==> config.mk <==
export PLATFORM = sky130hd
export DESIGN_NAME = uart_bridge
export DESIGN_NICKNAME = d
export VERILOG_FILES = /design/src/source/bridge_cmd_pkg.sv /design/src/source/uart_frame_pkg.sv /design/src/source/bridge_cmd_controller.sv /design/src/source/uart_bridge.sv /design/src/source/uart_rx_deserializer.sv /design/src/source/uart_tx_serializer.sv
export SDC_FILE = /design/constraint.sdc
export NUM_CORES = 1
export LEC_CHECK = 0
export BUFFER_PORTS_ARGS = -buffer_cell sky130_fd_sc_hd__buf_4
export CAP_MARGIN = 20
export CORE_UTILIZATION = 65
export CTS_BUF_LIST = sky130_fd_sc_hd__clkbuf_16
export DETAILED_ROUTE_END_ITERATION = 8
export GPL_TIMING_DRIVEN = 0
export PLACE_DENSITY = 0.86
export SLEW_MARGIN = 20
export SYNTH_ARGS = -nofsm -noshare
export SYNTH_HDL_FRONTEND = slang
export SYNTH_SLANG_ARGS = --single-unit
export TNS_END_PERCENT = 30
==> constraint.sdc <==
create_clock -name clk -period 8.48 [get_ports clk]
set_input_delay 0 -clock clk [delete_from_list [all_inputs] [get_ports clk]]
set_output_delay 0 -clock clk [all_outputs]
set_load 0.005 [all_outputs]
==> src/source/bridge_cmd_pkg.sv <==
package bridge_cmd_pkg;

  // Host command word and read response widths
  localparam int CMD_WIDTH  = 16;
  localparam int READ_WIDTH = 8;

  // Layout of the command word
  localparam int OP_BIT      = 15;
  localparam int ADDR_WIDTH  = 7;
  localparam int WDATA_WIDTH = 8;

  // Value of the op bit
  typedef enum logic {
    op_read  = 1'b0,
    op_write = 1'b1
  } cmd_op_t;

endpackage

==> src/source/uart_frame_pkg.sv <==
package uart_frame_pkg;

  // Payload bits carried by one serial frame
  localparam int DATA_BITS = 8;

  // Start, data, parity and stop slots together
  localparam int FRAME_SLOTS = 11;

  // Slot positions inside a frame, counted from the start bit
  localparam int START_SLOT  = 0;
  localparam int PARITY_SLOT = DATA_BITS + 1;
  localparam int STOP_SLOT   = FRAME_SLOTS - 1;

  // Outcome of one received frame
  typedef enum logic [1:0] {
    rx_ok         = 2'd0,
    rx_parity_err = 2'd1,
    rx_stop_err   = 2'd2
  } rx_status_t;

endpackage

==> src/source/bridge_cmd_controller.sv <==
`timescale 1ns/1ps

module bridge_cmd_controller #(
  parameter int CLKS_PER_BIT       = 434,
  parameter int GAP_BITS           = 2,
  parameter int REPLY_TIMEOUT_BITS = 32
) (
  input  logic                                  clk,
  input  logic                                  rst_n,
  input  logic [bridge_cmd_pkg::CMD_WIDTH-1:0]  cmd_in,
  input  logic                                  cmd_vld,
  output logic                                  cmd_rdy,
  output logic [uart_frame_pkg::DATA_BITS-1:0]  tx_byte,
  output logic                                  tx_start,
  input  logic                                  tx_busy,
  output logic                                  rx_listen,
  input  logic [uart_frame_pkg::DATA_BITS-1:0]  rx_byte,
  input  uart_frame_pkg::rx_status_t            rx_status,
  input  logic                                  rx_done,
  output logic                                  read_rdy,
  output logic [bridge_cmd_pkg::READ_WIDTH-1:0] read_data,
  output logic                                  read_err
);

  import uart_frame_pkg::*;
  import bridge_cmd_pkg::*;

  // Two cycles of the gap are spent in the handshake with the serializer
  localparam int GAP_LAST     = GAP_BITS * CLKS_PER_BIT - 2;
  localparam int TIMEOUT_LAST = REPLY_TIMEOUT_BITS * CLKS_PER_BIT - 2;
  localparam int WAIT_MAX     = (GAP_LAST > TIMEOUT_LAST) ? GAP_LAST : TIMEOUT_LAST;
  localparam int WAIT_W       = $clog2(WAIT_MAX + 2);

  typedef enum logic [2:0] {
    idle,
    send_addr,
    gap,
    send_data,
    await_reply,
    respond
  } state_t;

  state_t               state;
  logic [CMD_WIDTH-1:0] cmd_q;
  logic [WAIT_W-1:0]    wait_cnt;
  cmd_op_t              op;
  logic                 accept;
  logic                 tx_done;
  logic                 gap_over;
  logic                 reply_timeout;

  assign cmd_rdy   = (state == idle);
  assign accept    = cmd_vld && cmd_rdy;
  assign rx_listen = (state == await_reply);
  assign read_rdy  = (state == respond);

  assign op = cmd_op_t'(cmd_q[OP_BIT]);

  // First frame carries op and address, the second the write data
  assign tx_byte = (state == send_data) ? cmd_q[WDATA_WIDTH-1:0]
                                        : {cmd_q[OP_BIT], cmd_q[OP_BIT-1 -: ADDR_WIDTH]};

  // The serializer only raises busy the cycle after the start pulse
  assign tx_done = !tx_start && !tx_busy;

  assign gap_over      = (wait_cnt == WAIT_W'(GAP_LAST));
  assign reply_timeout = (state == await_reply) && (wait_cnt == WAIT_W'(TIMEOUT_LAST));

  always_ff @(posedge clk or negedge rst_n)
  begin
    if (!rst_n)
    begin
      state    <= idle;
      tx_start <= 1'b0;
      wait_cnt <= '0;
    end
    else
    begin
      tx_start <= 1'b0;
      case (state)
        idle:
        begin
          if (accept)
          begin
            state    <= send_addr;
            tx_start <= 1'b1;
          end
        end
        send_addr:
        begin
          if (tx_done)
          begin
            wait_cnt <= '0;
            state    <= (op == op_write) ? gap : await_reply;
          end
        end
        gap:
        begin
          if (gap_over)
          begin
            state    <= send_data;
            tx_start <= 1'b1;
          end
          else
          begin
            wait_cnt <= wait_cnt + 1'b1;
          end
        end
        send_data:
        begin
          if (tx_done)
          begin
            state <= idle;
          end
        end
        await_reply:
        begin
          if (rx_done || reply_timeout)
          begin
            state <= respond;
          end
          else
          begin
            wait_cnt <= wait_cnt + 1'b1;
          end
        end
        respond:
        begin
          state <= idle;
        end
        default:
        begin
          state <= idle;
        end
      endcase
    end
  end

  always_ff @(posedge clk)
  begin
    if (accept)
    begin
      cmd_q <= cmd_in;
    end
  end

  // A reply that arrives wins over a timeout in the same cycle
  always_ff @(posedge clk)
  begin
    if (state == await_reply)
    begin
      if (rx_done)
      begin
        read_data <= rx_byte;
        read_err  <= (rx_status != rx_ok);
      end
      else if (reply_timeout)
      begin
        read_data <= '0;
        read_err  <= 1'b1;
      end
    end
  end

endmodule

==> src/source/uart_bridge.sv <==
`timescale 1ns/1ps

module uart_bridge #(
  parameter int CLKS_PER_BIT       = 434,
  parameter int GAP_BITS           = 2,
  parameter int REPLY_TIMEOUT_BITS = 32
) (
  input  logic                                  clk,
  input  logic                                  rst_n,
  input  logic [bridge_cmd_pkg::CMD_WIDTH-1:0]  cmd_in,
  input  logic                                  cmd_vld,
  output logic                                  cmd_rdy,
  input  logic                                  rx,
  output logic                                  tx,
  output logic                                  read_rdy,
  output logic [bridge_cmd_pkg::READ_WIDTH-1:0] read_data,
  output logic                                  read_err
);

  import uart_frame_pkg::*;

  logic [DATA_BITS-1:0] tx_byte;
  logic                 tx_start;
  logic                 tx_busy;
  logic                 rx_listen;
  logic [DATA_BITS-1:0] rx_byte;
  rx_status_t           rx_status;
  logic                 rx_done;

  uart_tx_serializer #(
    .CLKS_PER_BIT(CLKS_PER_BIT)
  ) u_tx (
    .clk     (clk),
    .rst_n   (rst_n),
    .tx_byte (tx_byte),
    .tx_start(tx_start),
    .tx      (tx),
    .tx_busy (tx_busy)
  );

  uart_rx_deserializer #(
    .CLKS_PER_BIT(CLKS_PER_BIT)
  ) u_rx (
    .clk      (clk),
    .rst_n    (rst_n),
    .rx       (rx),
    .rx_listen(rx_listen),
    .rx_byte  (rx_byte),
    .rx_status(rx_status),
    .rx_done  (rx_done)
  );

  bridge_cmd_controller #(
    .CLKS_PER_BIT      (CLKS_PER_BIT),
    .GAP_BITS          (GAP_BITS),
    .REPLY_TIMEOUT_BITS(REPLY_TIMEOUT_BITS)
  ) u_ctrl (
    .clk      (clk),
    .rst_n    (rst_n),
    .cmd_in   (cmd_in),
    .cmd_vld  (cmd_vld),
    .cmd_rdy  (cmd_rdy),
    .tx_byte  (tx_byte),
    .tx_start (tx_start),
    .tx_busy  (tx_busy),
    .rx_listen(rx_listen),
    .rx_byte  (rx_byte),
    .rx_status(rx_status),
    .rx_done  (rx_done),
    .read_rdy (read_rdy),
    .read_data(read_data),
    .read_err (read_err)
  );

endmodule

==> src/source/uart_rx_deserializer.sv <==
`timescale 1ns/1ps

module uart_rx_deserializer #(
  parameter int CLKS_PER_BIT = 434
) (
  input  logic                                 clk,
  input  logic                                 rst_n,
  input  logic                                 rx,
  input  logic                                 rx_listen,
  output logic [uart_frame_pkg::DATA_BITS-1:0] rx_byte,
  output uart_frame_pkg::rx_status_t           rx_status,
  output logic                                 rx_done
);

  import uart_frame_pkg::*;

  localparam int CNT_W    = $clog2(CLKS_PER_BIT + 1);
  localparam int SLOT_W   = $clog2(FRAME_SLOTS + 1);
  localparam int HALF_BIT = CLKS_PER_BIT / 2;

  logic                 rx_meta;
  logic                 rx_sync;
  logic                 rx_prev;
  logic                 active;
  logic [CNT_W-1:0]     cnt;
  logic [SLOT_W-1:0]    slot;
  logic [DATA_BITS-1:0] data_q;
  logic                 parity_q;
  logic                 start_edge;
  logic                 sample_now;
  logic                 in_data;

  // Line rests high, so the synchronizer comes out of reset high as well
  always_ff @(posedge clk or negedge rst_n)
  begin
    if (!rst_n)
    begin
      rx_meta <= 1'b1;
      rx_sync <= 1'b1;
      rx_prev <= 1'b1;
    end
    else
    begin
      rx_meta <= rx;
      rx_sync <= rx_meta;
      rx_prev <= rx_sync;
    end
  end

  assign start_edge = rx_listen && rx_prev && !rx_sync;

  // The start bit is checked half a bit in, every later slot a full bit on
  assign sample_now = active &&
                      (cnt == ((slot == SLOT_W'(START_SLOT)) ? CNT_W'(HALF_BIT - 1)
                                                             : CNT_W'(CLKS_PER_BIT - 1)));

  assign in_data = (slot > SLOT_W'(START_SLOT)) && (slot < SLOT_W'(PARITY_SLOT));

  always_ff @(posedge clk or negedge rst_n)
  begin
    if (!rst_n)
    begin
      active  <= 1'b0;
      cnt     <= '0;
      slot    <= '0;
      rx_done <= 1'b0;
    end
    else
    begin
      rx_done <= 1'b0;
      if (!active)
      begin
        if (start_edge)
        begin
          active <= 1'b1;
          cnt    <= '0;
          slot   <= SLOT_W'(START_SLOT);
        end
      end
      else if (!rx_listen)
      begin
        active <= 1'b0;
      end
      else if (sample_now)
      begin
        cnt  <= '0;
        slot <= slot + 1'b1;
        // A start bit that has gone high again was only a glitch
        if (slot == SLOT_W'(START_SLOT) && rx_sync)
        begin
          active <= 1'b0;
        end
        if (slot == SLOT_W'(STOP_SLOT))
        begin
          active  <= 1'b0;
          rx_done <= 1'b1;
        end
      end
      else
      begin
        cnt <= cnt + 1'b1;
      end
    end
  end

  always_ff @(posedge clk)
  begin
    if (sample_now)
    begin
      if (in_data)
      begin
        data_q <= {rx_sync, data_q[DATA_BITS-1:1]};
      end
      if (slot == SLOT_W'(PARITY_SLOT))
      begin
        parity_q <= rx_sync;
      end
      if (slot == SLOT_W'(STOP_SLOT))
      begin
        rx_byte <= data_q;
        if (!rx_sync)
        begin
          rx_status <= rx_stop_err;
        end
        else if ((^data_q) != parity_q)
        begin
          rx_status <= rx_parity_err;
        end
        else
        begin
          rx_status <= rx_ok;
        end
      end
    end
  end

endmodule

==> src/source/uart_tx_serializer.sv <==
`timescale 1ns/1ps

module uart_tx_serializer #(
  parameter int CLKS_PER_BIT = 434
) (
  input  logic                                 clk,
  input  logic                                 rst_n,
  input  logic [uart_frame_pkg::DATA_BITS-1:0] tx_byte,
  input  logic                                 tx_start,
  output logic                                 tx,
  output logic                                 tx_busy
);

  import uart_frame_pkg::*;

  localparam int CNT_W  = $clog2(CLKS_PER_BIT + 1);
  localparam int SLOT_W = $clog2(FRAME_SLOTS + 1);

  logic [FRAME_SLOTS-1:0] frame_q;
  logic [CNT_W-1:0]       bit_cnt;
  logic [SLOT_W-1:0]      slot_cnt;
  logic                   parity;
  logic                   bit_end;

  // Even parity over the data bits
  assign parity = ^tx_byte;

  // The line always shows the lowest bit of the frame register
  assign tx = frame_q[0];

  assign bit_end = (bit_cnt == CNT_W'(CLKS_PER_BIT - 1));

  always_ff @(posedge clk or negedge rst_n)
  begin
    if (!rst_n)
    begin
      frame_q  <= '1;
      bit_cnt  <= '0;
      slot_cnt <= '0;
      tx_busy  <= 1'b0;
    end
    else if (!tx_busy)
    begin
      if (tx_start)
      begin
        // Stop, parity, data LSB first, start
        frame_q  <= {1'b1, parity, tx_byte, 1'b0};
        bit_cnt  <= '0;
        slot_cnt <= SLOT_W'(START_SLOT);
        tx_busy  <= 1'b1;
      end
    end
    else if (bit_end)
    begin
      bit_cnt <= '0;
      // Ones shift in behind the frame so the line rests high afterwards
      frame_q <= {1'b1, frame_q[FRAME_SLOTS-1:1]};
      if (slot_cnt == SLOT_W'(STOP_SLOT))
      begin
        tx_busy <= 1'b0;
      end
      else
      begin
        slot_cnt <= slot_cnt + 1'b1;
      end
    end
    else
    begin
      bit_cnt <= bit_cnt + 1'b1;
    end
  end

endmodule

==> run metrics <==
syn_nets 480; post-synthesis sequential area ratio roughly 56%; status finished clean; postcts setup bufs 0; fill count about 420; H-tree depth 3; Max Freq between 300 and 400 MHz; Synth async-reset ratio just under 60%; Vias/cell ~6.2; Synth Register Bits roughly 100; CTS resizes 0; crit path cell chain inv_1, ha_1, or3b_1, or3_4, a2111oi_4, buf_6, nand2_1, nor2_1; largest net degree at the start of global routing 61; CP Launch Type flop; final core occ between 80% and 90%; drt first pass iters 5; ANT nets after route 0; largest delay contributor family on the critical path simple AND/OR/NAND/NOR gates; TritonCTS buffer count 9; area of the core roughly 7400 um2; Tmin final about 3.3 ns; grt total ovfl 0; RSZ-0062 raised after global routing false; total track usage between 20 and 30%; crit path from u_rx.slot[0]; dpl hpwl approximately 6700 um; hold violation count in the final report 0; initial antenna violation count 0; CP required 8.47 ns; max_cap viols 0; end of the critical path u_rx.rx_byte[1]; r2r worst-path depth 8; Clock Sinks about 100; hold buffers post-CTS 18; I/O Pins 32; clk slew on worst S/H paths about 0.080 ns; post-synth top area share between 20% and 30%; skew final 0.01659 ns; first-pass GRT wire length 18250 um; RePlAce Congestion 0.9320; pre-CTS WS about 5.2 ns; Syn Area/Cell approximately 11 um2; Max Slew Vio Count 0; Cell Area, Synth just over 5000 um2; port bufs 31; Max rail drop VDD 0.0001084 V; # DRC 0; CP Max Fanout 10; synth unique cells 54; max_slew headroom between 40% and 50%; Site Rows 31; routed len/inst approximately 18 um; share of layout cells above drive strength 1 between 10% and 20%; synth top area cells edfxtp_1 26%, dfrtp_1 23%, dfstp_2 6.7%; Vias between 3000 and 4000; CP max-delay cell nor2_1; period utilisation layout between 30 and 40%; die area 8167 um2; nets 540; Area Growth Syn to Fin 16.91%; Setup crit end kind flop; Worst path max stage delay between 0.6 and 0.7 ns; Yosys warnings 0; PD cells ~220 nW/um2; CP bufs+invs 2; Post-synth EDFFs 44; WHS about 0.1 ns; Hold Crit Class in2reg; Leakage 2.325 nW; Final WS setup 5.167 ns; most numerous cell in the Yosys netlist dfrtp_1; launch point of the worst reg-to-reg path u_rx.slot[0]; Gate Count Post-Synth 449; Worst-Margin Slew between 0.7 and 0.8 ns; critical path class reg2reg; vias in the first global route about 3800; Skew-Pair Late Insertion Delay between 0.3 and 0.4 ns; synth cell count leaders 47 x dfrtp_1, 46 x nand2_1, 44 x edfxtp_1; accumulated negative setup slack 0 ns; r2r setup slk roughly 5.2 ns; Initial Utilization between 60% and 70%; post-synth top area cell edfxtp_1; Total Wirelength around 11000 um; Die Height ~90 um; R2R Path End u_rx.rx_byte[1]; die width ~90 um; Ant. Diodes 0; Synth Flop Type dfrtp_1; initial detailed-routing violation count 350; worst path arrival time about 3.3 ns; Levels on crit path 8; CTS tree yes; clock root cell clkbuf_16; CTS Buffer Depth 2; final setup vio count 0
[how the worst min path moves through the flow]
stage	start	to	slack, ns	cells after the start
2_1_floorplan	rst_n	u_ctrl.state[0]	-0.30	0
3_3_place_gp	rst_n	u_tx.bit_cnt[3]	0.11	1
3_5_place_dp	rx	u_rx.rx_meta	0.11	1
4_1_cts	cmd_vld	u_ctrl.state[0]	0.09	5
5_1_grt	cmd_vld	u_ctrl.state[0]	0.12	5
6_report	cmd_vld	u_ctrl.state[0]	0.1	5
[per-layer routing]
layer  part of all wire, %  GRT usage (%)  wire (um)
met4                   4.5          15.59        491
met5                     0              0          0
met3                   4.3          5.724        477
met1                    38          33.24       4244
met2                    53          50.19       5816
[cell type report]
class	count	area, um2	share of cell area, %
Buffer	17	78.83	1.328
Clock buffer	9	225.2	3.795
Timing Repair Buffer	49	412.9	6.958
Sequential cell	104	2839	47.84
Inverter	13	48.80	0.8223
Multi-Input combinational cell	315	2110	35.55
Tap cell	99	123.9	2.087
Clock inverter	7	96.34	1.623
[worst reg2reg max path: cells and delay by family (launching register included)]
kind                     cells  cell delay, ns
buffers and inverters        2            0.31
AO/OA/AOI/OAI                1            0.41
adder cells (fa/ha/maj)      1            0.18
AND/OR/NAND/NOR              4            1.57
flip-flops                   1            0.47
[registers in the layout (all words and copies together), names as in the netlist, 2 cells and up]
name / cells
u_rx.rx_status: 2
u_ctrl.read_data: 8
u_ctrl.cmd_q: 16
u_rx.cnt: 9
u_tx.slot_cnt: 4
u_rx.data_q: 8
u_tx.bit_cnt: 9
u_rx.slot: 4
u_ctrl.state: 3
u_rx.rx_byte: 8
u_ctrl.wait_cnt: 14
u_tx.frame_q: 10
[power by group]
group          internal, mW  switching [mW]  total (mW)  leakage, nW
Combinational        0.0924           0.114       0.207         1.02
Clock                 0.219           0.222       0.441        0.156
Sequential            0.588          0.0450       0.633         1.15
[cell families after synthesis]
| kind of cell | synth area share (%) |
|---|---|
| buf+inv | 2.514 |
| fa+ha+maj | 2.711 |
| mux | 6.162 |
| simple gates | 17.85 |
| flops | 55.93 |
| xor+xnor | 4.314 |
| compound gates | 10.53 |
[layout by cell type, fill, tap and decap left out, types with 10 or more instances in the layout]
master,count
nand3_1,19
xnor2_1,20
dlygate4sd3_1,18
dfstp_2,13
nor2_1,27
o21ai_0,32
clkbuf_1,10
mux2i_1,20
a21oi_1,13
ha_1,11
mux2_2,10
o31ai_1,11
nand2b_1,13
buf_4,31
edfxtp_1,44
inv_1,12
nand2_1,46
dfrtp_1,47
[stage by stage]
step	total power [mW]	area, um2	cells
after global routing	1.334	5934	613
after global placement	0.8201	5433	579
after CTS	1.276	5934	613
after detailed placement	0.8332	5433	579
after floorplan	0.7722	5076	449
final	1.281	5934	613
Power figures use the tool's default switching activity.
